===== src/verilog/loop_pkg.sv =====
// Shared widths, memory request format and register map, imported by every RTL module
`default_nettype none

package loop_pkg;

   // ------------------------------------------------------------------
   // Sizes
   // ------------------------------------------------------------------
   localparam int MEM_WORDS        = 1024;
   localparam int SAMPLES_PER_WORD = 4;
   localparam int PREFETCH_WORDS   = 2;

   // One converter sample
   typedef logic [7:0]  sample_t;
   // Four samples, lowest byte is the oldest
   typedef logic [31:0] word_t;
   typedef logic [9:0]  waddr_t;
   // Top bit selects the memory window
   typedef logic [10:0] wb_addr_t;

   // Byte position of a sample inside a word
   typedef logic [$clog2(SAMPLES_PER_WORD)-1:0] lane_t;

   // Playback buffer slot and fill level
   typedef logic [$clog2(PREFETCH_WORDS)-1:0]   pf_idx_t;
   typedef logic [$clog2(PREFETCH_WORDS+1)-1:0] pf_cnt_t;

   localparam lane_t LAST_LANE  = lane_t'(SAMPLES_PER_WORD - 1);
   localparam int    WB_WIN_BIT = $bits(wb_addr_t) - 1;

   // Playback region always begins at the bottom of memory
   localparam waddr_t PLAY_BASE = '0;

   // ------------------------------------------------------------------
   // Register map, word offsets below the window bit
   // ------------------------------------------------------------------
   localparam waddr_t REG_CTRL      = 10'd0;
   localparam waddr_t REG_PLAY_LAST = 10'd1;
   localparam waddr_t REG_CAP_BASE  = 10'd2;
   localparam waddr_t REG_CAP_LAST  = 10'd3;
   localparam waddr_t REG_STATUS    = 10'd4;

   // ------------------------------------------------------------------
   // Bundles
   // ------------------------------------------------------------------
   // One request towards the sample RAM, 44 bits
   typedef struct packed {
      logic   valid;
      logic   we;
      waddr_t addr;
      word_t  data;
   } mem_req_t;

   // Streamer configuration, 32 bits
   typedef struct packed {
      logic   play_en;
      logic   cap_en;
      waddr_t play_last;
      waddr_t cap_base;
      waddr_t cap_last;
   } loop_cfg_t;

endpackage

`default_nettype wire

===== src/verilog/seq_reader.sv =====
// Playback streamer: prefetches words from the bottom region and emits one DAC sample per clock
`default_nettype none

module seq_reader import loop_pkg::*; (
   input  wire              clkcomm_i,
   input  wire              reset_i,
   input  wire loop_cfg_t   cfg_i,

   output mem_req_t         req_o,
   input  wire              gnt_i,
   input  wire              rvalid_i,
   input  wire word_t       rdata_i,

   output sample_t          dac_o,
   output logic             dac_valid_o
);

   logic     run_q;
   logic     req_valid_q;
   logic     infl_q;
   waddr_t   rd_addr_q;
   word_t    buf_q [PREFETCH_WORDS];
   pf_idx_t  wr_idx_q;
   pf_idx_t  rd_idx_q;
   pf_cnt_t  count_q;
   lane_t    lane_q;
   logic     start;
   logic     need;
   logic     push;
   logic     pop;

   // New run once play_en is seen and nothing is outstanding
   assign start = cfg_i.play_en & ~run_q & ~req_valid_q & ~infl_q;
   assign need  = run_q & cfg_i.play_en & ~req_valid_q &
                  (int'(count_q) + int'(infl_q) < PREFETCH_WORDS);

   // Reads left over from an earlier run are dropped
   assign push = rvalid_i & run_q;

   assign dac_valid_o = run_q & cfg_i.play_en & (count_q != '0);
   assign pop         = dac_valid_o & (lane_q == LAST_LANE);
   assign dac_o       = buf_q[rd_idx_q][$bits(sample_t)*lane_q +: $bits(sample_t)];

   assign req_o = '{valid: req_valid_q, we: 1'b0, addr: rd_addr_q, data: '0};

   // ------------------------------------------------------------------
   // Prefetch and output control
   // ------------------------------------------------------------------
   always_ff @(posedge clkcomm_i) begin
      if (reset_i) begin
         run_q       <= 1'b0;
         req_valid_q <= 1'b0;
         infl_q      <= 1'b0;
         rd_addr_q   <= PLAY_BASE;
         wr_idx_q    <= '0;
         rd_idx_q    <= '0;
         count_q     <= '0;
         lane_q      <= '0;
      end else begin
         // Grant to rvalid is always one clock
         infl_q <= gnt_i;
         if (!cfg_i.play_en) run_q <= 1'b0;
         else if (start) run_q <= 1'b1;

         if (gnt_i) begin
            req_valid_q <= 1'b0;
            rd_addr_q   <= (rd_addr_q == cfg_i.play_last) ? PLAY_BASE : rd_addr_q + 1'b1;
         end else if (need) begin
            req_valid_q <= 1'b1;
         end

         if (start) begin
            rd_addr_q <= PLAY_BASE;
            wr_idx_q  <= '0;
            rd_idx_q  <= '0;
            count_q   <= '0;
            lane_q    <= '0;
         end else begin
            if (push) wr_idx_q <= wr_idx_q + 1'b1;
            if (pop) rd_idx_q <= rd_idx_q + 1'b1;
            if (dac_valid_o) lane_q <= lane_q + 1'b1;
            if (push && !pop) count_q <= count_q + 1'b1;
            else if (pop && !push) count_q <= count_q - 1'b1;
         end
      end
   end

   // Word buffer
   always_ff @(posedge clkcomm_i) begin
      if (push) buf_q[wr_idx_q] <= rdata_i;
   end

endmodule

`default_nettype wire


===== config.mk =====
export PLATFORM = sky130hd
export DESIGN_NAME = seq_reader
export DESIGN_NICKNAME = d
export VERILOG_FILES = /design/src/verilog/loop_pkg.sv /design/src/verilog/seq_reader.sv
export SDC_FILE = /design/constraint.sdc
export NUM_CORES = 1
export LEC_CHECK = 0
export BUFFER_PORTS_ARGS = -buffer_cell sky130_fd_sc_hd__clkbuf_2
export CAP_MARGIN = 20
export CORE_MARGIN = 2
export CORE_UTILIZATION = 43
export DETAILED_ROUTE_END_ITERATION = 10
export PLACE_DENSITY = 0.7
export SYNTH_ARGS = -nofsm -noshare
export SYNTH_HDL_FRONTEND = slang
export SYNTH_SLANG_ARGS = --single-unit

===== constraint.sdc =====
create_clock -name clkcomm_i -period 5.5 [get_ports clkcomm_i]
set_clock_uncertainty 0.05 [all_clocks]
set_input_delay 1.1 -clock clkcomm_i [delete_from_list [all_inputs] [get_ports clkcomm_i]]
set_output_delay 1.1 -clock clkcomm_i [all_outputs]
set_load 0.03 [all_outputs]

==> key figures <==
Place
  • Routability-driven placement congestion ratio: around 0.76
  • DP HPWL: ~3700 µm
  • Buffers on Ports: 66

Logic synthesis
  • Async S/R FF share, synth: 0%
  • Sequential area share after synthesis: 63.3%
  • Syn Area/Cell: about 16 µm²
  • Area leader, netlist: edfxtp_1
  • Post-Synthesis Cells: 233
  • Synth top area cells: edfxtp_1 52%, dfxtp_1 11%, mux4_1 11%
  • Netlist cell types: 34
  • Post-synth EDFFs: 64
  • Yosys top cell area share: between 50 and 60%
  • Post-Syn Area: 0.00367 mm²
  • Synth warn: 0
  • Main flop type after synthesis: edfxtp_1
  • Number of synthesized register bits: 84

Route
  • WL/cell: 13.3 µm
  • Via-per-instance ratio: around 4.7
  • WL final: 5470 µm
  • Initial DRC Count: 80
  • Final ANT Viol Nets: 0
  • # DRC: 0
  • DR vias: 1,935
  • Initial DRT Pass Iterations: 4

Clock network
  • Clock Sinks: 84
  • CTS Buf Count: 9
  • Post-CTS Resized: 0
  • CTS HTree Levels: 3
  • CTS tree: built
  • Worst-path clk slew: ~0.080 ns
  • Post CTS Setup Buffer Count: 0
  • Post-CTS Hold Fix Bufs: 0
  • Worst skew pair latency: 0.34 ns
  • Root buffer cell: clkbuf_8
  • Bufs on Longest Clock Path: 2

Worst setup path
  • R2R depth: 5
  • CP max stage delay: 0.90 ns
  • WS Path Type: reg2out
  • Worst EP required: 4.35 ns
  • Crit path max-delay family: multiplexers
  • R2R setup slack: 3.42 ns
  • CP Depth: 3
  • Slowest cell on crit path: dfxtp_1
  • Crit path launch type: register
  • Worst EP arrival: 2.35 ns
  • Worst-path maximum fanout: 16
  • Crit path capture type: output port
  • CP Cell Sequence: mux4_1, mux2_2, clkbuf_2
  • Buffers and inverters on the worst path: 1
  • FF-to-FF Start: lane_q[0]$_SDFFE_PP0P_

Timing
  • Worst-Margin Slew: 0.942 ns
  • Final setup TNS: 0 ns
  • Min cycle time layout: ~3.5 ns
  • Hold Violations, Final: 0
  • Fmax: roughly 290 MHz
  • Period Utilization, post-route: 63.7%
  • Final Setup Violations: 0
  • Rel. slew slack: 37.0%
  • Final Hold Slack: 0.461 ns
  • Slew Viols, Final: 0
  • RSZ-0062 raised after global routing: false

Floorplan
  • # rows: 33
  • Die area: 0.00928 mm²
  • Core area: 0.00826 mm²
  • Initial Util: 44.4%
  • Die Y: 96.3 µm
  • Io pins: 121
  • Die width: approximately 96 µm

GRT
  • GR Util met1: approximately 15%
  • Initial antenna violation count: 0
  • First-pass GRT wire length: around 8400 µm
  • Vias in the first global route: 1,834
  • Met3 usage: 2.90%
  • Met2 usage: 21.4%
  • Layer with the highest usage: met2
  • Largest net degree at the start of global routing: 33
  • Total track usage: about an eighth
  • Grt ovf: 0

Min path
  • Worst Hold Class: reg2reg
  • Min-delay src: rd_idx_q$_SDFFE_PP0P_
  • Hold path cells: 2

Power and ir drop
  • P per Cell Area: approximately 300 mW/mm²
  • Sw frac: 23.2%
  • Pwr Total: 1.21 mW
  • Clock network power share: 35.5%
  • Sw Pwr: 0.281 mW
  • Leak pwr: approximately 1.6 nW
  • Internal power: 0.932 mW
  • Flop pwr share: ~57%
  • Comb pwr share: 7.0%
  • Peak VDD IR: ~190 µV

Outcome
  • Status: finished, final reports clean

Layout
  • Fraction of layout cells with a size suffix above 1: a little under a third
  • # diodes: 0
  • Final net count: 372
  • Final core utilization: 50.2%
  • Syn-to-layout area delta: 13.1%

Run
  • Max Cap Viol: 0
==> layout make-up <==
cell class | count | area, µm²
repair buffers | 67 | 338
well taps | 105 | 131
multi-input cells | 137 | 1150
clock inverters | 6 | 71.3
inverters | 2 | 7.51
clock buffers | 10 | 128
fillers | 730 | 4110
flip-flops and latches | 84 | 2320
==> sequential cells by signal (all words and copies together), names as in the netlist, named ones only <==
| signal | count |
|---|---|
| buf_q | 64 |
| count_q | 2 |
| infl_q | 1 |
| lane_q | 2 |
| rd_addr_q | 10 |
| rd_idx_q | 1 |
| req_valid_q | 1 |
| run_q | 1 |
| wr_idx_q | 1 |
==> worst paths after layout <==
check                                                to
worst max-delay path                           dac_o[7]
worst min-delay path                           register
worst min register to register                 register
worst max register to register  count_q[1]$_SDFFE_PP0P_
==> tightest hold or removal path, stage by stage (launching register included) <==
cell and delay [ns]:
dfxtp_1 0.33, xor2_1 0.08, nor2_1 0.08
==> cells in the final DEF, fill, tap and decap left out, drive strengths merged, types with 2 or more instances in the layout <==
master,count
a21oi,2
a31o,2
clkbuf,76
clkinvlp,2
conb,33
dfxtp,20
edfxtp,64
ha,3
inv,4
mux2,8
mux2i,2
mux4,16
nand2,6
nand3,2
nand4,3
nor2,23
nor3,5
nor3b,2
xnor2,9
xor2,13
==> routing by layer <==
layer	up-vias	routed length [µm]	share of wire [%]
li1	949	-	-
met1	914	2190	40
met2	65	2920	53
met3	7	281	5.1
met4	0	86	1.6
met5	-	0	0
==> cell families (layout without fill, tap and decap cells) <==
logic type / count (synthesis) / count (layout) / share of synthesized area, %
XOR/XNOR: 22 / 22 / 5.26
flip-flops: 84 / 84 / 63.3
AO/OA/AOI/OAI: 7 / 7 / 1.37
buffers and inverters: 44 / 85 / 8.77
AND/OR/NAND/NOR: 46 / 46 / 5.77
other: 1 / 33 / 0.102
multiplexers: 26 / 26 / 14.4
adder cells (fa/ha/maj): 3 / 3 / 1.02
==> cells in the mapped netlist, types with 2 or more instances <==
library cell / instances
a21oi_1: 2
a31o_2: 2
buf_2: 3
buf_4: 34
dfxtp_1: 20
edfxtp_1: 64
ha_1: 3
inv_1: 2
mux2_2: 8
mux2i_1: 2
mux4_1: 15
nand2_1: 6
nand3_1: 2
nand4_1: 3
nor2_1: 23
nor3_1: 5
nor3b_1: 2
xnor2_1: 9
xor2_1: 13
==> stage by stage <==
stage	std cells	area [µm²]	setup slack [ns]
floorplan	265	3790	2.48
global placement	395	3950	2.28
detailed placement	395	3950	2.28
CTS	411	4150	1.88
global route	411	4150	1.84
finish	411	4150	2.00
==> power by group through the flow <==
stage	Sequential (mW)	Clock, mW	Combinational, mW
2_1_floorplan	0.713	0	0.0750
3_3_place_gp	0.712	0	0.0837
3_5_place_dp	0.712	0	0.0853
4_1_cts	0.698	0.443	0.0856
5_1_grt	0.699	0.468	0.0944
6_report	0.698	0.431	0.0851
Note: power is estimated with default switching activity, not from simulation.
