[src/verilog/loop_pkg.sv]
// Shared widths, memory request format and register map, imported by every RTL module
`default_nettype none

package loop_pkg;

   // ------------------------------------------------------------------
   // Sizes
   // ------------------------------------------------------------------
   localparam int MEM_WORDS        = 1024;
   localparam int SAMPLES_PER_WORD = 4;
   localparam int PREFETCH_WORDS   = 2;

   // One converter sample
   typedef logic [7:0]  sample_t;
   // Four samples, lowest byte is the oldest
   typedef logic [31:0] word_t;
   typedef logic [9:0]  waddr_t;
   // Top bit selects the memory window
   typedef logic [10:0] wb_addr_t;

   // Byte position of a sample inside a word
   typedef logic [$clog2(SAMPLES_PER_WORD)-1:0] lane_t;

   // Playback buffer slot and fill level
   typedef logic [$clog2(PREFETCH_WORDS)-1:0]   pf_idx_t;
   typedef logic [$clog2(PREFETCH_WORDS+1)-1:0] pf_cnt_t;

   localparam lane_t LAST_LANE  = lane_t'(SAMPLES_PER_WORD - 1);
   localparam int    WB_WIN_BIT = $bits(wb_addr_t) - 1;

   // Playback region always begins at the bottom of memory
   localparam waddr_t PLAY_BASE = '0;

   // ------------------------------------------------------------------
   // Register map, word offsets below the window bit
   // ------------------------------------------------------------------
   localparam waddr_t REG_CTRL      = 10'd0;
   localparam waddr_t REG_PLAY_LAST = 10'd1;
   localparam waddr_t REG_CAP_BASE  = 10'd2;
   localparam waddr_t REG_CAP_LAST  = 10'd3;
   localparam waddr_t REG_STATUS    = 10'd4;

   // ------------------------------------------------------------------
   // Bundles
   // ------------------------------------------------------------------
   // One request towards the sample RAM, 44 bits
   typedef struct packed {
      logic   valid;
      logic   we;
      waddr_t addr;
      word_t  data;
   } mem_req_t;

   // Streamer configuration, 32 bits
   typedef struct packed {
      logic   play_en;
      logic   cap_en;
      waddr_t play_last;
      waddr_t cap_base;
      waddr_t cap_last;
   } loop_cfg_t;

endpackage

`default_nettype wire
[src/verilog/loop_regs.sv]
// Wishbone slave for the control registers, also forwards window accesses to the sample RAM
`default_nettype none

module loop_regs import loop_pkg::*; (
   input  wire              clkcomm_i,
   input  wire              reset_i,

   // Wishbone classic slave
   input  wire              wb_cyc_i,
   input  wire              wb_stb_i,
   input  wire              wb_we_i,
   input  wire wb_addr_t    wb_adr_i,
   input  wire word_t       wb_dat_i,
   output word_t            wb_dat_o,
   output logic             wb_ack_o,

   input  wire              cap_done_i,
   output loop_cfg_t        cfg_o,

   // Memory window port
   output mem_req_t         bus_req_o,
   input  wire              gnt_i,
   input  wire              rvalid_i,
   input  wire word_t       rdata_i
);

   loop_cfg_t cfg_q;
   logic      ack_q;
   logic      issued_q;
   word_t     rd_q;
   word_t     reg_rdata;
   logic      reg_sel;
   logic      win_sel;

   assign reg_sel = wb_cyc_i & wb_stb_i & ~wb_adr_i[WB_WIN_BIT];
   assign win_sel = wb_cyc_i & wb_stb_i & wb_adr_i[WB_WIN_BIT];

   // ------------------------------------------------------------------
   // Memory window request, held until granted
   // ------------------------------------------------------------------
   always_comb begin
      bus_req_o.valid = win_sel & ~issued_q;
      bus_req_o.we    = wb_we_i;
      bus_req_o.addr  = wb_adr_i[$bits(waddr_t)-1:0];
      bus_req_o.data  = wb_dat_i;
   end

   // Window reads finish in the rvalid cycle
   assign wb_ack_o = ack_q | rvalid_i;
   assign wb_dat_o = rvalid_i ? rdata_i : rd_q;
   assign cfg_o    = cfg_q;

   // Register read mux
   always_comb begin
      reg_rdata = '0;
      case (wb_adr_i[$bits(waddr_t)-1:0])
         REG_CTRL:      reg_rdata = word_t'({cfg_q.cap_en, cfg_q.play_en});
         REG_PLAY_LAST: reg_rdata = word_t'(cfg_q.play_last);
         REG_CAP_BASE:  reg_rdata = word_t'(cfg_q.cap_base);
         REG_CAP_LAST:  reg_rdata = word_t'(cfg_q.cap_last);
         REG_STATUS:    reg_rdata = word_t'(cap_done_i);
         default:       reg_rdata = '0;
      endcase
   end

   // ------------------------------------------------------------------
   // Control state
   // ------------------------------------------------------------------
   always_ff @(posedge clkcomm_i) begin
      if (reset_i) begin
         cfg_q    <= '0;
         ack_q    <= 1'b0;
         issued_q <= 1'b0;
      end else begin
         ack_q <= 1'b0;
         // Register cycle, answered one clock later
         if (reg_sel && !ack_q) begin
            ack_q <= 1'b1;
            if (wb_we_i) begin
               case (wb_adr_i[$bits(waddr_t)-1:0])
                  REG_CTRL: begin
                     cfg_q.play_en <= wb_dat_i[0];
                     cfg_q.cap_en  <= wb_dat_i[1];
                  end
                  REG_PLAY_LAST: cfg_q.play_last <= wb_dat_i[$bits(waddr_t)-1:0];
                  REG_CAP_BASE:  cfg_q.cap_base  <= wb_dat_i[$bits(waddr_t)-1:0];
                  REG_CAP_LAST:  cfg_q.cap_last  <= wb_dat_i[$bits(waddr_t)-1:0];
                  default: ;
               endcase
            end
         end
         // Window cycle
         if (gnt_i) begin
            issued_q <= 1'b1;
            if (wb_we_i) ack_q <= 1'b1;
         end
         if (wb_ack_o) issued_q <= 1'b0;
      end
   end

   // Read data for register cycles
   always_ff @(posedge clkcomm_i) begin
      if (reg_sel && !ack_q) rd_q <= reg_rdata;
   end

endmodule

`default_nettype wire

[config.mk]
export PLATFORM = sky130hd
export DESIGN_NAME = loop_regs
export DESIGN_NICKNAME = d
export VERILOG_FILES = /design/src/verilog/loop_pkg.sv /design/src/verilog/loop_regs.sv
export SDC_FILE = /design/constraint.sdc
export NUM_CORES = 1
export LEC_CHECK = 0
export BUFFER_PORTS_ARGS = -buffer_cell sky130_fd_sc_hd__buf_2
export CAP_MARGIN = 20
export CELL_PAD_IN_SITES_DETAIL_PLACEMENT = 1
export CELL_PAD_IN_SITES_GLOBAL_PLACEMENT = 1
export CORE_ASPECT_RATIO = 1.75
export CORE_UTILIZATION = 29
export CTS_BUF_LIST = sky130_fd_sc_hd__clkbuf_4
export DETAILED_ROUTE_END_ITERATION = 6
export PLACE_DENSITY_LB_ADDON = 0.1
export SYNTH_ARGS = -nofsm -noshare
export SYNTH_HDL_FRONTEND = slang
export SYNTH_SLANG_ARGS = --single-unit
[constraint.sdc]
create_clock -name clkcomm_i -period 2 [get_ports clkcomm_i]
set_clock_uncertainty 0.15 [all_clocks]
set_input_delay 0.1 -clock clkcomm_i [delete_from_list [all_inputs] [get_ports clkcomm_i]]
set_output_delay 0.1 -clock clkcomm_i [all_outputs]
set_load 0.02 [all_outputs]
==> out/results.txt, run 1 <==
status: complete, no violations
drt first-iter violations: 44
Crit Path Max Fanout: 11
final wirelength: 7135 um
Period Utilization, post-route: 0.9245
VDD IR max: 0.3989 mV
Distinct cells, synth: 30
Post-Syn Instances: 263
DRT Pass-1 Iters: 4
antenna-violating nets left: 0
mapped cell area: 2658 um^2
all-layer global routing usage: 0.1482
Final min period: 1.849 ns
die area: 9566 um^2
share of layout cells above drive strength 1: 0.4881
reg2reg path depth: 5
pre-CTS WS: 0.3663 ns
CP Data Required Time: 2.15 ns
DP Area: 3204 um^2
Worst Hold Launch: wb_dat_i[15]
initial antenna violation count: 1
Die Span Y: 128.6 um
clock sink total: 44
CTS Buf Count: 5
Finish-stage setup viols: 0
most common flop cell mapped by yosys: dfxtp_1
Final WS setup: 0.1510 ns
r2r endpoint: ack_q
Clock H-tree levels: 2
first-pass GRT wire length: 10810 um
EDFF count, synth: 10
FP Rows: 45
Setup crit end kind: flip-flop
Slew Limit Fails: 0
Final Wtd Congestion: 0.7179
PwrDens: 507.0 nW/um^2
relative slew slack: 0.6003
reg-to-reg critical path startpoint: ack_q
CTS clk-pin slew, worst paths: 0.11 ns
I/O pins: 192
Core Area: 8783 um^2
Synthesized Nets: 346
Synth-to-Final Area Change: 27.31%
I/O Buffers: 147
Max Cap Viol: 0
vias per inst: 4.562
Setup TNS: 0 ns
hold path depth: 0
layout net count: 459
share of the yosys chip area belonging to registers: 0.3691
arrival time worst endpoint: 2.00 ns
RSZ-0062 raised after global routing: false
CTS tree: done
Initial Utilization: 0.3026
asr flop ratio synth: 0
Vias: 2258
final hold viol count: 0
later-pin clock latency in the skew report: 0.37 ns
Max Freq: 0.5408 GHz
Slew @ Worst Pin: 0.5995 ns
yosys warns: 0
Hold Crit Class: input pin to primary output
critical path type: flip-flop to flip-flop
Finished Cell Area: 3383 um^2
HPWL after DPL: 5577 um
total leakage power: 1.690 nW
Startpoint Class: flip-flop
die width: 74.37 um
vias in the first global route: 2226
CTS root buf: clkbuf_4
largest net degree at the start of global routing: 45
routed len/inst: 14.41 um
detailed-route DRC error count: 0
Post-Syn Area per Cell: 10.10 um^2
overflow left after global routing: 0
internal reg-to-reg setup slack: 0.15 ns
#FFs+latches synth: 44
Bufs on Longest Clock Path: 2
Min-Delay Endpoint: bus_req_o[15]
[what timing repair did]
item / in CTS / in global routing
gates resized for setup: 0 / 0
endpoints found under the hold margin: 34 / 0
setup buffers: 0 / 0
endpoints found under the setup margin: 0 / 0
hold buffers: 12 / 0
[synth_stat cells, drive strengths merged (2+ instances only)]
master / n / area, um^2
a22oi: 8 / 60.06
and2: 22 / 137.6
and3: 2 / 12.51
and3b: 2 / 17.52
and4: 3 / 26.28
buf: 48 / 350.3
clkbuf: 10 / 37.54
dfxtp: 34 / 680.7
edfxtp: 10 / 300.3
mux2: 18 / 202.7
mux2i: 34 / 340.3
nand2: 2 / 7.510
nand2b: 42 / 262.8
nand4: 4 / 46.29
nor2: 10 / 37.54
nor3: 2 / 10.01
nor4: 2 / 42.54
[area by class of cell]
class / count / area [um^2]
Clock buffer: 7 / 52.55
Timing Repair Buffer: 164 / 893.4
Clock inverter: 1 / 3.754
Sequential cell: 44 / 980.9
Multi-Input combinational cell: 160 / 1300
Tap cell: 117 / 146.4
Antenna cell: 1 / 2.502
Fill cell: 1085 / 5400
Inverter: 1 / 3.754
[kinds of logic after synthesis]
| family | after synthesis | share of synthesized area |
|---|---|---|
| AOI/OAI and AO/OA | 11 | 0.02966 |
| buffers and inverters | 59 | 0.1474 |
| DFF | 44 | 0.3691 |
| muxes | 53 | 0.2128 |
| and+or+nand+nor | 96 | 0.2411 |
[layer usage]
metal	track usage	vias to the layer above	wire length [um]
met2	0.2676	117	3661
met1	0.1531	1053	2695
met3	0.04777	8	657
met5	0	-	0
met4	0.05882	0	120
li1	-	1080	-
[cells in the final DEF (no fill, tap or decap), types with 2 or more instances in the layout]
cell type	netlist	layout
buf_2	4	147
dlygate4sd3_1	0	12
edfxtp_1	10	10
and2_1	22	22
nor3_1	2	2
nand2_1	2	2
buf_4	44	5
mux2i_1	34	34
clkbuf_4	0	7
mux2_2	18	18
and3_1	2	2
nand4_1	2	2
nor4_4	2	2
and3b_1	2	2
nor2_1	10	10
dfxtp_1	34	34
nand2b_1	42	42
and4_1	3	3
a22oi_1	8	8
[through the flow]
| step | cells | total power [mW] | hold slack [ns] | utilization |
|---|---|---|---|---|
| detailed placement | 474 | 1.269 | 0.05014 | 0.3648 |
| global placement | 474 | 1.266 | 0.05014 | 0.3648 |
| finish | 495 | 1.715 | 0.05004 | 0.3852 |
| CTS | 494 | 1.751 | 0.05014 | 0.3849 |
| global route | 495 | 1.807 | 0.05006 | 0.3852 |
| floorplan | 263 | 1.213 | 0.09061 | - |
[registers in the layout (all words and copies together), names as in the netlist]
signal,cells
ack_q,1
rd_q,10
cfg_o,32
issued_q,1
[worst max path at each step]
stage / startpoint / to / slack [ns] / cells past startpoint
6_report: ack_q / ack_q / 0.15 / 5
5_1_grt: ack_q / ack_q / 0.04 / 5
4_1_cts: ack_q / ack_q / 0.13 / 5
3_5_place_dp: ack_q / cfg_o[2] / 0.37 / 4
3_3_place_gp: ack_q / cfg_o[2] / 0.41 / 4
2_1_floorplan: ack_q / cfg_o[23] / 0.42 / 5
[where the power goes]
part           total (mW)  leakage, nW  switching [mW]  internal, mW
Sequential          0.916        0.361         0.00283         0.913
Clock               0.453       0.0338           0.290         0.163
Combinational       0.346         1.30           0.191         0.155
Total                1.72         1.69           0.484          1.23
[worst max-delay path, stage by stage, from the launching register on]
cell and delay [ns]:
dfxtp_1 0.35, nor4bb_4 0.36, buf_4 0.26, a21oi_1 0.05
dlygate4sd3_1 0.55, nor2_1 0.08
(Power assumes the default switching activity.)
==> run 2, diff against run 1 <==
CELL_PAD_IN_SITES_DETAIL_PLACEMENT = unset   (was 1)
CELL_PAD_IN_SITES_GLOBAL_PLACEMENT = unset   (was 1)
CORE_UTILIZATION = 35   (was 29)
PLACE_DENSITY = 0.71   (was unset)
PLACE_DENSITY_LB_ADDON = unset   (was 0.1)
==> run 2 against run 1 <==
Utilization grew 7.3 points; maximum frequency increased by 2.9%; largest power group unchanged; largest cell class unchanged; register-to-register slack better by 0.05 ns; sequential cell count stayed put; cell area fell by 1.4%; combinational power up 1%; power fell by 1.2%; critical endpoint unchanged; non-clock buffer count down 1; global-route usage up 3.3 points.
==> out/results.txt, run 2 (same netlist as run 1, synthesis figures left out) <==
status: complete, no violations
Hold Crit Class: input pin to primary output
Worst Hold Launch: wb_dat_i[14]
vias per inst: 4.838 (+6.1%)
drt first-iter violations: 34 (-23%)
CTS root buf: clkbuf_4
reg2reg path depth: 5 (unchanged)
Die Span Y: 117.3 um (-8.8%)
Period Utilization, post-route: 0.8981 (-0.02636)
Max Freq: 0.5567 GHz (+2.9%)
Min-Delay Endpoint: bus_req_o[14]
first-pass GRT wire length: 10630 um (-1.7%)
Startpoint Class: flip-flop
Core Area: 7284 um^2 (-17%)
FP Rows: 41 (-8.9%)
Final Wtd Congestion: 0.8015 (+12%)
Slew @ Worst Pin: 0.5985 ns (-0.001010 ns)
hold bufs inserted after CTS: 12 (unchanged)
arrival time worst endpoint: 1.94 ns (-0.06 ns)
vias in the first global route: 2231 (+0.22%)
max reg flops: 32 (unchanged)
largest net degree at the start of global routing: 45 (unchanged)
share of layout cells above drive strength 1: 0.4894 (+0.001298)
combinational power share: 0.207 (+0.005)
switching share of power: 0.2901 (+0.007819)
initial antenna violation count: 0 (-1)
Setup TNS: 0 ns (unchanged)
HPWL after DPL: 5679 um (+1.8%)
I/O Buffers: 147 (unchanged)
most frequent cells in the layout: buf_2, nand2b_1, mux2i_1, dfxtp_1, and2_1
CP Data Required Time: 2.15 ns (about the same)
post-CTS setup buffer count: 0 (unchanged)
Final min period: 1.796 ns (-0.05272 ns)
part of the power in the clock network: 0.252 (-0.012)
internal reg-to-reg setup slack: 0.20 ns (+0.05 ns)
final wirelength: 7103 um (-0.45%)
Bufs on Longest Clock Path: 2 (unchanged)
DRT Pass-1 Iters: 4 (unchanged)
switching power: 491.8 uW (+1.5%)
CTS Buf Count: 5 (unchanged)
reg-to-reg critical path startpoint: ack_q
Initial Utilization: 0.3648 (+0.06226)
VDD IR max: 0.3189 mV (-20%)
Clock H-tree levels: 2 (unchanged)
antenna-violating nets left: 0 (unchanged)
sequential power share: 0.541 (+0.007)
total leakage power: 1.686 nW (-0.25%)
Max Cap Viol: 0 (unchanged)
Layout Utilization: 0.4577 (+0.07256)
all-layer global routing usage: 0.1810 (+0.03283)
later-pin clock latency in the skew report: 0.35 ns (-0.02 ns)
hold path depth: 0 (unchanged)
detailed-route DRC error count: 0 (unchanged)
final hold viol count: 0 (unchanged)
overflow left after global routing: 0 (unchanged)
Slew Limit Fails: 0 (unchanged)
PwrDens: 508.3 nW/um^2 (+0.25%)
most common cell after layout, fill and taps aside: buf_2
clock sink total: 44 (unchanged)
Finish-stage setup viols: 0 (unchanged)
relative slew slack: 0.6002 (about the same)
Vias: 2235 (-1.0%)
die width: 67.87 um (-8.7%)
routed len/inst: 15.37 um (+6.7%)
Setup crit end kind: flip-flop
Crit Path Max Fanout: 17 (+6)
internal power: 1.203 mW (-2.3%)
die area: 7959 um^2 (-17%)
critical path type: flip-flop to flip-flop
r2r endpoint: ack_q
layout net count: 458 (-0.22%)
Synth-to-Final Area Change: 25.47%
CTS tree: done
Post-CTS Resized: 0 (unchanged)
RSZ-0062 raised after global routing: false
# fillers: 756 (-30%)
CTS clk-pin slew, worst paths: 0.12 ns (about the same)
n_diodes: 0 (-1)
I/O pins: 192 (unchanged)
==> run 2: critical path: stages (launching register included) <==
cell	delay, ns
dfxtp_1	0.35
nor4bb_4	0.26
buf_4	0.28
a21oi_1	0.07
dlygate4sd3_1	0.56
nor2_1	0.08
==> run 2: worst max-delay path by stage <==
| stage | from | end | slack [ns] |
|---|---|---|---|
| CTS | ack_q | cfg_o[26] | 0.18 |
| global route | ack_q | cfg_o[24] | 0.1 |
| global placement | ack_q | cfg_o[29] | 0.30 |
| detailed placement | ack_q | cfg_o[26] | 0.21 |
| floorplan | ack_q | cfg_o[23] | 0.42 |
| finish | ack_q | ack_q | 0.20 |
==> run 2: through the flow <==
step | cell area (um^2) | hold WS [ns] | cells | total power [mW] | worst slack, ns
floorplan | 2658 | 0.09061 | 263 | 1.213 | 0.4232
global placement | 3158 | 0.05014 | 442 | 1.271 | 0.2964
detailed placement | 3158 | 0.05014 | 442 | 1.273 | 0.2096
CTS | 3334 | 0.05014 | 462 | 1.719 | 0.1785
global route | 3334 | 0.05005 | 462 | 1.772 | 0.09802
finish | 3334 | 0.05001 | 462 | 1.695 | 0.2037
==> run 2: final cells by class <==
type                    instances  area [um^2]  share of cell area
multi-input cells             160         1300              0.3899
flip-flops and latches         44        980.9              0.2942
repair buffers                163        885.9              0.2657
well taps                      86        107.6             0.03227
clock buffers                   5        37.54             0.01126
clock inverters                 3        18.77            0.005629
inverters                       1        3.754            0.001126
==> run 2: metal layers <==
layer  vias to the layer above  wire [um]  track usage
met2                        96       3929       0.3399
met3                        35        550      0.03876
met1                      1023       2294       0.1712
met5                         -          0            0
li1                       1081          -            -
met4                         0        329       0.1097
==> run 2: power groups by stage <==
stage	registers, mW	logic, mW	clock network, mW
floorplan	0.935	0.278	0
global placement	0.936	0.334	0
detailed placement	0.936	0.337	0
CTS	0.917	0.356	0.446
global route	0.918	0.383	0.471
finish	0.916	0.351	0.427
==> run 3, diff against run 2 <==
CORE_UTILIZATION = 42   (was 35)
PLACE_DENSITY = 0.82   (was 0.71)
==> run 3 against run 2 <==
Maximum frequency is 4.0% lower; via count is 1.4% higher; routed wire length is 5.6% higher; setup slack worse by 0.074 ns; critical path type is now input pin to flip-flop.
==> out/results.txt, run 3 (same netlist as run 1, synthesis figures left out) <==
Final Non-Filler Cells: 457 (-1.1%)
layout net count: 460 (+0.44%)
I/O Buffers: 147 (unchanged)
CTS tree: done
relative slew slack: 0.5869 (-0.01334)
Hold Crit Class: input pin to flip-flop
most frequent cells in the layout: buf_2, nand2b_1, mux2i_1, dfxtp_1, and2_1
Finished Cell Area: 3333 um^2 (about the same)
DP Cell Count: 437 (-1.1%)
Die Span Y: 107.2 um (-8.6%)
Clock H-tree levels: 2 (unchanged)
Bufs on Longest Clock Path: 2 (unchanged)
Max Cap Viol: 0 (unchanged)
total leakage power: 1.690 nW (+0.20%)
n_diodes: 0 (unchanged)
status: complete, no violations
max reg flops: 32 (unchanged)
CTS clk-pin slew, worst paths: 0.11 ns (about the same)
Post-CTS Resized: 0 (unchanged)
DP Area: 3158 um^2 (unchanged)
arrival time worst endpoint: 2.00 ns (+0.06 ns)
DRT Pass-1 Iters: 6 (+2)
most common cell after layout, fill and taps aside: buf_2
CTS Buf Count: 5 (unchanged)
vias per inst: 4.961 (+2.5%)
CP Data Required Time: 2.13 ns (-0.02 ns)
vias in the first global route: 2213 (-0.81%)
Crit Path Max Fanout: 8 (-9)
drt first-iter violations: 72 (+110%)
post-CTS setup buffer count: 0 (unchanged)
share of layout cells above drive strength 1: 0.4854 (-0.003951)
final hold viol count: 0 (unchanged)
die width: 62.13 um (-8.5%)
final wirelength: 7504 um (+5.6%)
FP Rows: 38 (-7.3%)
antenna-violating nets left: 0 (unchanged)
initial antenna violation count: 0 (unchanged)
gr busiest metal: met2
HPWL after DPL: 5915 um (+4.2%)
detailed-route DRC error count: 0 (unchanged)
Period Utilization, post-route: 0.9353 (+0.03715)
Startpoint Class: input pin
hold slack final: 0.02127 ns (-0.02874 ns)
VDD IR max: 0.4423 mV (+39%)
Setup TNS: 0 ns (unchanged)
Setup crit end kind: flip-flop
overflow left after global routing: 0 (unchanged)
Slew @ Worst Pin: 0.6184 ns (+0.01997 ns)
Initial Utilization: 0.4333 (+0.06847)
all-layer global routing usage: 0.2198 (+0.03875)
CTS root buf: clkbuf_4
M3 GR Usage: 0.1128 (+0.07401)
Synth-to-Final Area Change: 25.42% (about the same)
die area: 6662 um^2 (-16%)
RSZ-0062 raised after global routing: false
Final Wtd Congestion: 0.8364 (+4.4%)
critical path type: input pin to flip-flop
Core Area: 6133 um^2 (-16%)
met1 Resource Use GR: 0.2081 (+0.03691)
Finish-stage setup viols: 0 (unchanged)
first-pass GRT wire length: 11280 um (+6.1%)
routed len/inst: 16.42 um (+6.8%)
Vias: 2267 (+1.4%)
later-pin clock latency in the skew report: 0.35 ns (about the same)
I/O pins: 192 (unchanged)
PwrDens: 502.8 nW/um^2 (-1.1%)
met2 usage: 0.3783 (+0.03840)
largest net degree at the start of global routing: 45 (unchanged)
Final min period: 1.871 ns (+0.07429 ns)
clock sink total: 44 (unchanged)
Max Freq: 0.5346 GHz (-4.0%)
Slew Limit Fails: 0 (unchanged)
[run 3: cell count changes in the layout (fill, tap and decap cells not counted), sizes merged]
cell and delta:
buf +1, clkinv -2, dlygate4sd3 +1, inv +1
[run 3: stage by stage]
step	setup slack, ns	utilization	total power [mW]
2_1_floorplan	0.4232	-	1.213
3_3_place_gp	0.3038	0.5149	1.275
3_5_place_dp	0.2520	0.5149	1.279
4_1_cts	0.1430	0.5435	1.687
5_1_grt	0.02001	0.5435	1.746
6_report	0.1294	0.5435	1.676
[run 3: critical path, cell delays in order]
cell           delay [ns]
dlygate4sd3_1        0.54
buf_2                0.15
nor4bb_4             0.50
and4_1               0.49
mux2i_1              0.22
[run 3: report_power, final]
group,switching [mW],internal [mW]
registers,0.00312,0.913
clock network,0.273,0.124
logic,0.206,0.157
total,0.482,1.19
[run 3: path summary, 6_finish.rpt]
path              slack [ns]          from  depth (start not counted)         to
hold reg to reg         0.35      cfg_o[1]                          2   cfg_o[1]
hold / removal          0.02   wb_adr_i[9]                          4  cfg_o[30]
setup / recovery        0.13  wb_adr_i[10]                          5  cfg_o[23]
setup reg to reg        0.22         ack_q                          3  cfg_o[23]
[run 3: per-layer routing]
layer,up-vias,wire length (um),share of wire
met5,-,0,0
met4,0,298,0.040
met1,1051,2551,0.34
met3,35,926,0.12
met2,100,3727,0.50
li1,1081,-,-
[run 3: layout make-up]
cell class / instances / area, um^2
well taps: 80 / 100.1
fillers: 558 / 2800
clock buffers: 5 / 37.54
repair buffers: 165 / 903.4
flip-flops and latches: 44 / 980.9
multi-input cells: 160 / 1300
clock inverters: 2 / 7.507
inverters: 1 / 3.754
[run 3: repair_timing]
action / CTS / global route
hold endpoints to repair: 36 / 0
hold buffers: 13 / 0
setup endpoints to repair: 0 / 0
