**src/verilog/loop_pkg.sv**
```systemverilog
// Shared widths, memory request format and register map, imported by every RTL module
`default_nettype none

package loop_pkg;

   // ------------------------------------------------------------------
   // Sizes
   // ------------------------------------------------------------------
   localparam int MEM_WORDS        = 1024;
   localparam int SAMPLES_PER_WORD = 4;
   localparam int PREFETCH_WORDS   = 2;

   // One converter sample
   typedef logic [7:0]  sample_t;
   // Four samples, lowest byte is the oldest
   typedef logic [31:0] word_t;
   typedef logic [9:0]  waddr_t;
   // Top bit selects the memory window
   typedef logic [10:0] wb_addr_t;

   // Byte position of a sample inside a word
   typedef logic [$clog2(SAMPLES_PER_WORD)-1:0] lane_t;

   // Playback buffer slot and fill level
   typedef logic [$clog2(PREFETCH_WORDS)-1:0]   pf_idx_t;
   typedef logic [$clog2(PREFETCH_WORDS+1)-1:0] pf_cnt_t;

   localparam lane_t LAST_LANE  = lane_t'(SAMPLES_PER_WORD - 1);
   localparam int    WB_WIN_BIT = $bits(wb_addr_t) - 1;

   // Playback region always begins at the bottom of memory
   localparam waddr_t PLAY_BASE = '0;

   // ------------------------------------------------------------------
   // Register map, word offsets below the window bit
   // ------------------------------------------------------------------
   localparam waddr_t REG_CTRL      = 10'd0;
   localparam waddr_t REG_PLAY_LAST = 10'd1;
   localparam waddr_t REG_CAP_BASE  = 10'd2;
   localparam waddr_t REG_CAP_LAST  = 10'd3;
   localparam waddr_t REG_STATUS    = 10'd4;

   // ------------------------------------------------------------------
   // Bundles
   // ------------------------------------------------------------------
   // One request towards the sample RAM, 44 bits
   typedef struct packed {
      logic   valid;
      logic   we;
      waddr_t addr;
      word_t  data;
   } mem_req_t;

   // Streamer configuration, 32 bits
   typedef struct packed {
      logic   play_en;
      logic   cap_en;
      waddr_t play_last;
      waddr_t cap_base;
      waddr_t cap_last;
   } loop_cfg_t;

endpackage

`default_nettype wire
```
**src/verilog/seq_writer.sv**
```systemverilog
// Capture streamer: packs four ADC samples per word and writes them in sequence
`default_nettype none

module seq_writer import loop_pkg::*; (
   input  wire              clkcomm_i,
   input  wire              reset_i,
   input  wire loop_cfg_t   cfg_i,
   input  wire sample_t     adc_i,

   output mem_req_t         req_o,
   input  wire              gnt_i,
   output logic             cap_done_o
);

   logic   cap_en_q;
   logic   done_q;
   lane_t  lane_q;
   logic   req_valid_q;
   waddr_t wr_addr_q;
   word_t  shift_q;
   word_t  req_data_q;
   word_t  next_word;
   logic   run;
   logic   post;

   assign run  = cfg_i.cap_en & cap_en_q & ~done_q;
   assign post = run & (lane_q == LAST_LANE);

   // Newest sample enters at the top byte
   assign next_word = {adc_i, shift_q[$bits(word_t)-1:$bits(sample_t)]};

   assign req_o      = '{valid: req_valid_q, we: 1'b1, addr: wr_addr_q, data: req_data_q};
   assign cap_done_o = done_q;

   // ------------------------------------------------------------------
   // Capture control
   // ------------------------------------------------------------------
   always_ff @(posedge clkcomm_i) begin
      if (reset_i) begin
         cap_en_q    <= 1'b0;
         done_q      <= 1'b0;
         lane_q      <= '0;
         req_valid_q <= 1'b0;
         wr_addr_q   <= '0;
      end else begin
         cap_en_q <= cfg_i.cap_en;
         if (run) lane_q <= lane_q + 1'b1;
         if (post) req_valid_q <= 1'b1;

         // Highest priority, so the grant comes in the cycle of the request
         if (gnt_i) begin
            req_valid_q <= 1'b0;
            if (wr_addr_q == cfg_i.cap_last) done_q <= 1'b1;
            else wr_addr_q <= wr_addr_q + 1'b1;
         end

         // Rising cap_en restarts at cap_base
         if (cfg_i.cap_en && !cap_en_q) begin
            wr_addr_q <= cfg_i.cap_base;
            done_q    <= 1'b0;
            lane_q    <= '0;
         end
      end
   end

   // Sample packing
   always_ff @(posedge clkcomm_i) begin
      if (run) shift_q <= next_word;
      if (post) req_data_q <= next_word;
   end

endmodule

`default_nettype wire

```
**config.mk**
```make
export PLATFORM = sky130hd
export DESIGN_NAME = seq_writer
export DESIGN_NICKNAME = d
export VERILOG_FILES = /design/src/verilog/loop_pkg.sv /design/src/verilog/seq_writer.sv
export SDC_FILE = /design/constraint.sdc
export NUM_CORES = 1
export LEC_CHECK = 0
export BUFFER_PORTS_ARGS = -buffer_cell sky130_fd_sc_hd__buf_2
export CORE_MARGIN = 5
export CORE_UTILIZATION = 35
export DETAILED_ROUTE_END_ITERATION = 12
export GPL_ROUTABILITY_DRIVEN = 1
export PLACE_DENSITY_LB_ADDON = 0.15
export RECOVER_POWER = 25
export SLEW_MARGIN = 0
export SYNTH_ARGS = -nofsm -noshare
export SYNTH_HDL_FRONTEND = slang
export SYNTH_SLANG_ARGS = --single-unit
export TNS_END_PERCENT = 100
```
**constraint.sdc**
```tcl
create_clock -name clkcomm_i -period 3.5 [get_ports clkcomm_i]
set_clock_uncertainty 0.15 [all_clocks]
set_input_delay 0 -clock clkcomm_i [delete_from_list [all_inputs] [get_ports clkcomm_i]]
set_output_delay 0 -clock clkcomm_i [all_outputs]
set_load 0.01 [all_outputs]
```
==> key figures, run 1 <==
Run status
  • Outcome: finished, final reports clean

Final layout
  • Final Instance Area: around 3500 um^2
  • Final Non-Filler Cells: 377
  • Layout cells sized above 1: approximately 33%
  • Number of fill cells in the layout: around 670
  • Final net count: between 300 and 400
  • Synth-to-layout area growth: 36.6%
  • ANT cells: 0

Power
  • Power share of the combinational group: around 7.5%
  • Switching part of the total: between 20% and 30%
  • Clk pwr share: ~34%
  • Pwr Density: between 400 and 500 nW/um^2
  • Internal power: roughly 1200 uW
  • Worst-case vdd ir drop: approximately 150 uV
  • Leakage: roughly 0.0013 uW
  • Psw: 364 uW
  • Fraction of power consumed by sequential logic: between 50% and 60%

Timing
  • Part of the cycle the worst path needs: 74.3%
  • Setup violations, final: 0
  • Slew @ Worst Pin: between 700 and 800 ps
  • RSZ-0062 raised after global routing: no
  • Fmax: 384 MHz
  • Worst relative slew slack: 51.7%
  • Min Tclk post-route: 2600 ps
  • Final hold vios: 0
  • Sum of negative setup slack: 0 ps
  • Max-slew violations: 0

Floorplan
  • Initial Util: a little over a third
  • Core area: roughly 7200 um^2
  • Num rows: 31
  • Overall die width: between 90 and 100 um
  • Ports: 88
  • Die height: ~96 um
  • Die ar.: 9200 um^2

Global route
  • Initial antenna violation count: 0
  • Largest net degree at the start of global routing: 27
  • GRT Residual Overflow: 0
  • Vias in the first global route: 1743
  • Met3 GRT Util: 3.36%
  • Gr busiest metal: met2
  • GRT met1 Usage: 14.7%
  • M2 GR Usage: 19.4%
  • First-pass GRT wire length: 8250 um
  • Total GRT Usage: 12.1%

Detailed routing
  • DR iter-0 viols: 55
  • DRT Wirelength: just over 5000 um
  • DR pass1 iterations: 4
  • Routed length per instance: about 13 um
  • Final ANT Viol Nets: 0
  • Vias: approximately 1700
  • DRC Markers: 0
  • Post-DR vias/cell: about 4.5

Synth
  • Top_reg_cell synth: edfxtp_1
  • Sequential area share after synthesis: between 70 and 80%
  • Top-count cell post-synth: edfxtp_1
  • Cell taking the most area after synthesis: edfxtp_1
  • Area share of the largest cell type after synthesis: 65.1%
  • Avg Cell Area, Syn: ~16 um^2
  • Largest cells by area after synthesis: edfxtp_1 65%, dfxtp_1 12%, xnor2_1 3.7%
  • Syn_nets: approximately 200
  • Synthesized area: roughly 2600 um^2
  • Post-synthesis cell count: 160
  • Post-synth EDFFs: 56
  • Synth warnings: 0
  • Synthesized flop and latch total: 71
  • Async SR Flop Fraction: 0%
  • Synth cell types: 34
  • Commonest cells in the netlist: 56 x edfxtp_1, 15 x dfxtp_1, 15 x nor2_1, 11 x xnor2_1, 7 x nand2_1

Critical path
  • Setup CP Type: register to register
  • Crit path largest cell delay: 590 ps
  • Cell depth of the worst setup path: 6
  • Crit. End Element: register
  • CP Cell Sequence: xnor2_1, nand4_2, o31ai_2, mux2i_1, a211oi_1, dlygate4sd3_1
  • Crit path buf inv count: 1
  • Critical path fanouts, max: 8
  • CP max-delay cell: dlygate4sd3_1
  • Crit path launch type: register
  • Worst r2r path cells: 6
  • Family with the most delay on the worst path: compound AO/OA/AOI/OAI gates
  • Data required, critical path: about 3600 ps
  • CP arrival: 2680 ps

Placed design
  • Dpl cells: between 300 and 400
  • IO Port Bufs: 75
  • GP Congestion: 0.748
  • Post-DP HPWL: 3340 um
  • Post-place instance area: ~3100 um^2

Clock tree
  • CTS tree: yes
  • Hold buffers post-CTS: 31
  • Clk slew on worst S/H paths: approximately 70 ps
  • Inserted Clock Buffers: 9
  • PostCTS Resize Cnt: 0
  • H-tree lvl count: 3
  • Clock Path Buffers: 2
  • Clk root buf: clkbuf_8
  • # Post-CTS Setup Buffers: 0
  • Num Clock Sinks: 71
  • Clk Latency, worst-skew pair: 340 ps

Hold path
  • WHS Path Cells: 6
  • Worst hold path type: input pin to register

Flow run
  • Max-cap viol count: 0
==> flip-flops by register name, indices dropped and copies added, names as in the netlist <==
register,cells
cap_en_q,1
cap_done_o,1
wr_addr_q,10
req_data_q,32
shift_q,24
lane_q,2
req_valid_q,1
==> routing by layer <==
metal  part of all wire, %  vias up
li1                      -      843
met1                    44      778
met2                    46       66
met3                   7.3       11
met4                   2.0        0
met5                     0        -
==> per-stage QoR <==
step	utilization, %	setup slack, ps	hold WS (ps)	power [uW]
6_report	48.9	899	112	1600
5_1_grt	48.9	640	208	1680
4_1_cts	49.0	841	92.5	1630
3_5_place_dp	42.4	1380	46.5	1050
3_3_place_gp	42.4	1440	42.8	1050
2_1_floorplan	-	438	-78.4	1010
==> area by class of cell <==
type	instances	area, um^2	area share (%)
flip-flops and latches	71	1980	56.2
clock inverters	7	40.0	1.13
multi-input cells	83	566	16.0
repair buffers	108	693	19.6
well taps	99	124	3.51
clock buffers	9	124	3.51
==> power groups by stage <==
stage | clock [uW] | sequential (uW) | combinational, uW
floorplan | 0 | 961 | 49.4
global placement | 0 | 962 | 92.4
detailed placement | 0 | 962 | 92.8
CTS | 563 | 943 | 122
global route | 597 | 945 | 135
finish | 540 | 944 | 120
==> path summary, 6_finish.rpt <==
path	start	to	slack, ps
worst max-delay path	wr_addr_q[6]$_SDFFE_PP0P_	wr_addr_q[1]$_SDFFE_PP0P_	900
worst max register to register	wr_addr_q[6]$_SDFFE_PP0P_	wr_addr_q[1]$_SDFFE_PP0P_	900
worst min-delay path	cfg_i[7]	cap_done_o$_SDFFE_PP0P_	110
worst min register to register	shift_q[9]$_DFFE_PP_	req_data_q[1]$_DFFE_PP_	270
==> logic make-up (layout without fill, tap and decap cells) <==
logic type | Yosys count | after routing | share of synthesized area, %
compound gates | 21 | 21 | 6.59
buf+inv | 6 | 124 | 1.45
simple gates | 45 | 45 | 9.25
other cells | 1 | 1 | 0.145
flops | 71 | 71 | 76.7
fa+ha+maj | 2 | 2 | 0.969
xor+xnor | 12 | 12 | 4.07
mux | 2 | 2 | 0.775
==> layout by cell type, fill, tap and decap left out, drive strengths merged <==
cell / n
a211oi: 3
a21oi: 1
a311oi: 6
a41oi: 1
and2: 1
buf: 71
clkbuf: 15
clkinv: 6
clkinvlp: 1
conb: 1
dfxtp: 15
dlygate4sd3: 31
edfxtp: 56
ha: 2
mux2i: 2
nand2: 7
nand2b: 1
nand3: 3
nand4: 3
nor2: 15
nor2b: 2
nor3: 5
nor4: 1
o21ai: 2
o311a: 1
o31a: 2
o31ai: 4
o41ai: 1
or3: 2
or4: 4
or4b: 1
xnor2: 11
xor2: 1
==> tightest hold or removal path, stage by stage <==
cell and delay (ps):
buf_2 80, xnor2_1 50, nand2_1 100, nor3_2 120, a21oi_1 150, nor3_1 50
(Power assumes the default switching activity.)
==> run 2, diff against run 1 <==
==> constraint.sdc (replaced) <==
create_clock -name clkcomm_i -period 2.6 [get_ports clkcomm_i]
set_clock_uncertainty 0.15 [all_clocks]
set_input_delay 0 -clock clkcomm_i [delete_from_list [all_inputs] [get_ports clkcomm_i]]
set_output_delay 0 -clock clkcomm_i [all_outputs]
set_load 0.01 [all_outputs]
==> run 2 against run 1 <==
Non-clock buffer count up 3; core utilization rose by 1.6 points; sequential power rose by 35%; die area unchanged; design area rose by 3.3%; final cell count increased by 1.1%; via count rose by 4.9%; maximum frequency rose by 6.0%; clock power is 83% higher; register-to-register slack lost 750 ps; count of clock-buffer cells in the layout did not move; critical path type unchanged; largest power group unchanged.
==> key figures, run 2 (same netlist as run 1, synthesis figures left out) <==
Run status
  • Outcome: finished, final reports clean

Timing
  • Setup violations, final: 0
  • Final worst slack: ~150 ps
  • Sum of negative setup slack: 0 ps
  • Max-slew violations: 0
  • Part of the cycle the worst path needs: a little over nine tenths
  • Fmax: between 400 and 500 MHz
  • Min Tclk post-route: ~2500 ps
  • RSZ-0062 raised after global routing: no
  • Final hold vios: 0
  • WHS: around 180 ps

Placed design
  • Post-DP HPWL: ~3400 um
  • Dpl cells: around 330
  • GP Congestion: approximately 0.74
  • Post-place instance area: 3070 um^2
  • IO Port Bufs: 75
  • Place WS: between 500 and 600 ps

Detailed routing
  • Post-DR vias/cell: roughly 4.7
  • DRC Markers: 0
  • DR pass1 iterations: 4
  • DR iter-0 viols: 51
  • DRT Wirelength: 5440 um
  • Final ANT Viol Nets: 0
  • Routed length per instance: 14.3 um
  • Vias: ~1800

Critical path
  • RR Startpoint: wr_addr_q[8]$_SDFFE_PP0P_
  • Data required, critical path: 2740 ps
  • Setup CP Type: register to register
  • Crit. End Element: register
  • CP arrival: around 2600 ps
  • Crit. Startpoint: wr_addr_q[8]$_SDFFE_PP0P_
  • Worst r2r path cells: 7
  • Crit path launch type: register
  • R2r endpoint: wr_addr_q[2]$_SDFFE_PP0P_
  • Worst R2R Setup Slack: roughly 150 ps
  • Critical path fanouts, max: 6

Floorplan
  • Core area: 7210 um^2
  • Ports: between 80 and 90
  • Initial Util: between 30% and 40%
  • Overall die width: 95.9 um
  • Die height: approximately 96 um
  • Die ar.: ~9000 um^2
  • Num rows: 31

Clock tree
  • Clk root buf: clkbuf_8
  • CTS tree: yes
  • Inserted Clock Buffers: 9
  • H-tree lvl count: 3
  • Clk slew on worst S/H paths: ~90 ps
  • Num Clock Sinks: 71
  • Clock Path Buffers: 2
  • Clk Latency, worst-skew pair: 350 ps

Global route
  • M2 GR Usage: 18.9%
  • Met3 GRT Util: around 4.2%
  • GRT Residual Overflow: 0
  • Largest net degree at the start of global routing: 33
  • Total GRT Usage: 12.1%
  • Gr busiest metal: met2
  • GRT met1 Usage: around 15%
  • Vias in the first global route: approximately 1700
  • Initial antenna violation count: 0
  • First-pass GRT wire length: about 8200 um

Final layout
  • Commonest non-fill, non-tap cell in the layout: buf_2
  • Reg with most FFs: req_data_q
  • ANT cells: 0
  • Synth-to-layout area growth: 41.2%
  • Layout cells sized above 1: 38.3%
  • Final net count: 322
  • Number of fill cells in the layout: 666
  • Final Instance Area: between 3000 and 4000 um^2
  • Largest registers: req_data_q x32, shift_q x24, wr_addr_q x10
  • Most frequent cells in the layout: 71 x buf_2, 56 x edfxtp_1, 28 x dlygate4sd3_1, 13 x nor2_1
  • Largest register FFs: 32
  • Final Non-Filler Cells: about 380

Power
  • Pwr Density: ~670 nW/um^2
  • Worst-case vdd ir drop: between 200 and 300 uV
  • Leakage: between 0.001 and 0.0015 uW

Hold path
  • WHS Path Cells: 6
  • Worst hold path type: input pin to register
  • Hold Path Sink: wr_addr_q[3]$_SDFFE_PP0P_
  • Hold wc startpoint: cfg_i[7]

Flow run
  • Max-cap viol count: 0
==> run 2: cell count changes in the layout (fill, tap and decap cells not counted), moves of 2 or more <==
cell,previous run,this run
buf_2,69,71
buf_4,2,8
bufinv_16,0,2
clkbuf_1,6,4
clkinv_2,4,0
dfxtp_1,15,11
dfxtp_2,0,4
dlygate4sd3_1,31,28
==> run 2: per-stage QoR <==
stage               total power [uW]  util (%)
floorplan                       1360         -
detailed placement              1420      42.5
global route                    2540      50.5
finish                          2430      50.5
CTS                             2450      49.6
global placement                1420      42.5
==> run 2: worst max path at each step <==
stage | endpoint | slack (ps) | cells past startpoint
detailed placement | wr_addr_q[3]$_SDFFE_PP0P_ | 540 | 5
floorplan | req_data_q[0]$_DFFE_PP_ | 2 | 3
CTS | wr_addr_q[2]$_SDFFE_PP0P_ | 20 | 6
global route | wr_addr_q[8]$_SDFFE_PP0P_ | 5 | 6
global placement | wr_addr_q[5]$_SDFFE_PP0P_ | 560 | 5
finish | wr_addr_q[2]$_SDFFE_PP0P_ | 150 | 7
==> run 2: power by group <==
group	total (uW)	switching [uW]	leakage, uW	internal, uW
clock	990	437	0.000112	553
combinational	171	79.6	0.000625	91.9
sequential	1270	27.6	0.000633	1240
==> run 2: area by class of cell <==
cell class	count	area [um^2]	share of cell area, %
Tap cell	99	124	3.40
Sequential cell	71	1990	54.5
Timing Repair Buffer	111	711	19.5
Clock buffer	9	124	3.40
Clock inverter	7	105	2.88
Multi-Input combinational cell	84	596	16.3
==> run 2: timing repair <==
item	CTS	global route
setup endpoints to repair	0	5
setup buffers	0	5
hold buffers	28	0
resized for setup	0	8
endpoints found under the hold margin	31	0
==> run 2: metal layers <==
| layer | part of all wire [%] | wire, um |
|---|---|---|
| met5 | 0 | 0 |
| met4 | 1.5 | 80 |
| met3 | 7.0 | 380 |
| met2 | 48 | 2620 |
| met1 | 43 | 2360 |
==> run 2: worst max-delay path, stage by stage, from the launching register on <==
cell	delay, ps
dfxtp_1	470
xnor2_1	110
nand4_1	210
buf_4	160
nor3_2	50
or3_2	450
a311oi_1	240
dlygate4sd3_1	570
==> run 3, diff against run 2 <==
--- a/config.mk
+++ b/config.mk
@@ -7,7 +7,7 @@
 export LEC_CHECK = 0
 export BUFFER_PORTS_ARGS = -buffer_cell sky130_fd_sc_hd__buf_2
 export CORE_MARGIN = 5
-export CORE_UTILIZATION = 35
+export CORE_UTILIZATION = 49
 export DETAILED_ROUTE_END_ITERATION = 12
 export GPL_ROUTABILITY_DRIVEN = 1
 export PLACE_DENSITY_LB_ADDON = 0.15
==> run 3 against run 2 <==
Register-to-register slack worse by 30 ps; core utilization rose by 21 points; first-iteration DRC count grew 35%; critical path depth down 1; critical endpoint is now wr_addr_q[4]$_SDFFE_PP0P_; final cell count down 7.6%; routed wire length shrank 8.5%; design area is 0.24% higher; sequential power is essentially flat; die area fell by 26%; non-clock buffer count is the same; combinational power is essentially flat; flip-flop and latch count unchanged.
==> key figures, run 3 (same netlist as run 1, synthesis figures left out) <==
Critical path
  • CP arrival: ~2600 ps
  • R2r endpoint: wr_addr_q[4]$_SDFFE_PP0P_
  • Setup CP Type: register to register
  • Critical path fanouts, max: 7
  • Crit path launch type: register
  • Data required, critical path: approximately 2700 ps
  • Worst R2R Setup Slack: ~110 ps
  • Crit. End Element: register
  • RR Startpoint: wr_addr_q[6]$_SDFFE_PP0P_
  • Worst r2r path cells: 6

Timing
  • Setup violations, final: 0
  • Final hold vios: 0
  • RSZ-0062 raised after global routing: no
  • Part of the cycle the worst path needs: a little over nine tenths
  • Fmax: around 400 MHz
  • Min Tclk post-route: roughly 2500 ps
  • Max-slew violations: 0
  • Sum of negative setup slack: 0 ps

Detailed routing
  • DRT Wirelength: about 5000 um
  • WL met1: between 1500 and 2000 um
  • Final ANT Viol Nets: 0
  • Top sig layer: met4
  • DR pass1 iterations: 4
  • DR iter-0 viols: 69
  • DRC Markers: 0
  • Routed length per instance: between 10 and 15 um
  • Met3 WL: a little under 400 um
  • Met2 WL: approximately 2500 um
  • Post-DR vias/cell: 5.03
  • Vias: between 1500 and 2000

Final layout
  • Reg with most FFs: req_data_q
  • Final Non-Filler Cells: 352
  • ANT cells: 0
  • Layout cells sized above 1: between 30 and 40%
  • Largest registers: req_data_q x32, shift_q x24, wr_addr_q x10
  • Commonest non-fill, non-tap cell in the layout: buf_2
  • Largest register FFs: 32
  • Synth-to-layout area growth: 41.5%
  • Most frequent cells in the layout: 69 x buf_2, 56 x edfxtp_1, 31 x dlygate4sd3_1, 13 x nor2_1
  • Final net count: around 320

Clock tree
  • Clk root buf: clkbuf_8
  • Clock Path Buffers: 2
  • CTS tree: yes
  • Inserted Clock Buffers: 9
  • H-tree lvl count: 3
  • Num Clock Sinks: between 70 and 80
  • Clk slew on worst S/H paths: roughly 70 ps
  • Clk Latency, worst-skew pair: between 300 and 400 ps

Hold path
  • Worst hold path type: input pin to register
  • Hold Path Sink: cap_done_o$_SDFFE_PP0P_
  • WHS Path Cells: 6
  • Hold wc startpoint: cfg_i[5]

Floorplan
  • Overall die width: roughly 83 um
  • Initial Util: roughly 51%
  • Ports: slightly below 90
  • Core area: between 5000 and 6000 um^2
  • Num rows: 26
  • Die height: around 83 um
  • Die ar.: between 6000 and 7000 um^2

Global route
  • Vias in the first global route: around 1600
  • First-pass GRT wire length: roughly 7600 um
  • Total GRT Usage: between 10% and 20%
  • Initial antenna violation count: 0
  • GRT Residual Overflow: 0
  • Largest net degree at the start of global routing: 34

Power
  • Fraction of power consumed by sequential logic: 49.0%
  • Internal power: between 2000 and 2500 uW
  • Power share of the combinational group: roughly 6.7%
  • Leakage: roughly 0.0014 uW
  • Worst-case vdd ir drop: between 500 and 600 uV
  • Psw: a little under 500 uW
  • Clk pwr share: roughly 44%
  • Pwr Density: between 700 and 800 nW/um^2
  • Switching part of the total: a little under a fifth

Placed design
  • GP Congestion: 0.835
  • IO Port Bufs: 75
  • Dpl cells: 302
  • Post-DP HPWL: around 3100 um

Flow run
  • Max-cap viol count: 0

Run status
  • Outcome: finished, final reports clean
run 3: final cells by class:
cell class	instances	area (um^2)
multi-input combinational	84	593
clock inverter	5	129
clock buffer	11	141
tap	70	87.6
sequential	71	1990
fill	377	1450
timing repair buffer	111	717
run 3: metrics by stage:
| stage | setup WS [ps] | instance area, um^2 | util, % | total power (uW) | hold WS [ps] |
|---|---|---|---|---|---|
| 2_1_floorplan | 1.63 | 2580 | - | 1360 | -78.4 |
| 3_3_place_gp | 605 | 3030 | 59.4 | 1420 | 39.4 |
| 3_5_place_dp | 579 | 3030 | 59.4 | 1420 | 41.4 |
| 4_1_cts | 38.5 | 3610 | 70.7 | 2600 | 96.4 |
| 5_1_grt | 2.39 | 3650 | 71.6 | 2700 | 238 |
| 6_report | 111 | 3650 | 71.6 | 2590 | 172 |
run 3: what timing repair did:
item | CTS | global route
buffers inserted | 0 | 2
hold endpoints to repair | 31 | 0
endpoints found under the setup margin | 0 | 8
hold buffers | 31 | 0
resized for setup | 0 | 7
run 3: worst max path at each step:
| stage | slack [ps] | start | endpoint | depth (start not counted) |
|---|---|---|---|---|
| finish | 110 | wr_addr_q[6]$_SDFFE_PP0P_ | wr_addr_q[4]$_SDFFE_PP0P_ | 6 |
| floorplan | 2 | cap_en_q$_SDFF_PP0_ | req_data_q[0]$_DFFE_PP_ | 3 |
| detailed placement | 580 | wr_addr_q[6]$_SDFFE_PP0P_ | wr_addr_q[5]$_SDFFE_PP0P_ | 5 |
| global route | 2 | wr_addr_q[1]$_SDFFE_PP0P_ | wr_addr_q[4]$_SDFFE_PP0P_ | 6 |
| global placement | 600 | wr_addr_q[6]$_SDFFE_PP0P_ | wr_addr_q[5]$_SDFFE_PP0P_ | 5 |
| CTS | 40 | wr_addr_q[6]$_SDFFE_PP0P_ | wr_addr_q[7]$_SDFFE_PP0P_ | 6 |
run 3: power groups by stage:
stage	logic, uW	registers, uW	clock network, uW
detailed placement	126	1290	0
global route	192	1270	1230
finish	174	1270	1150
global placement	124	1290	0
floorplan	66.6	1290	0
CTS	166	1270	1170
run 3: metal layers:
| layer | GRT usage [%] | vias to the layer above |
|---|---|---|
| met5 | 0 | - |
| met4 | 8.33 | 0 |
| met3 | 4.45 | 8 |
| met2 | 24.6 | 80 |
| met1 | 18.9 | 829 |
| li1 | - | 854 |
run 3: worst max-delay path: stages, from the launching register on:
cell	delay, ps
dfxtp_1	470
xnor2_1	120
nand4_2	200
nor3_2	110
or4_1	530
a311oi_1	280
dlygate4sd3_1	580
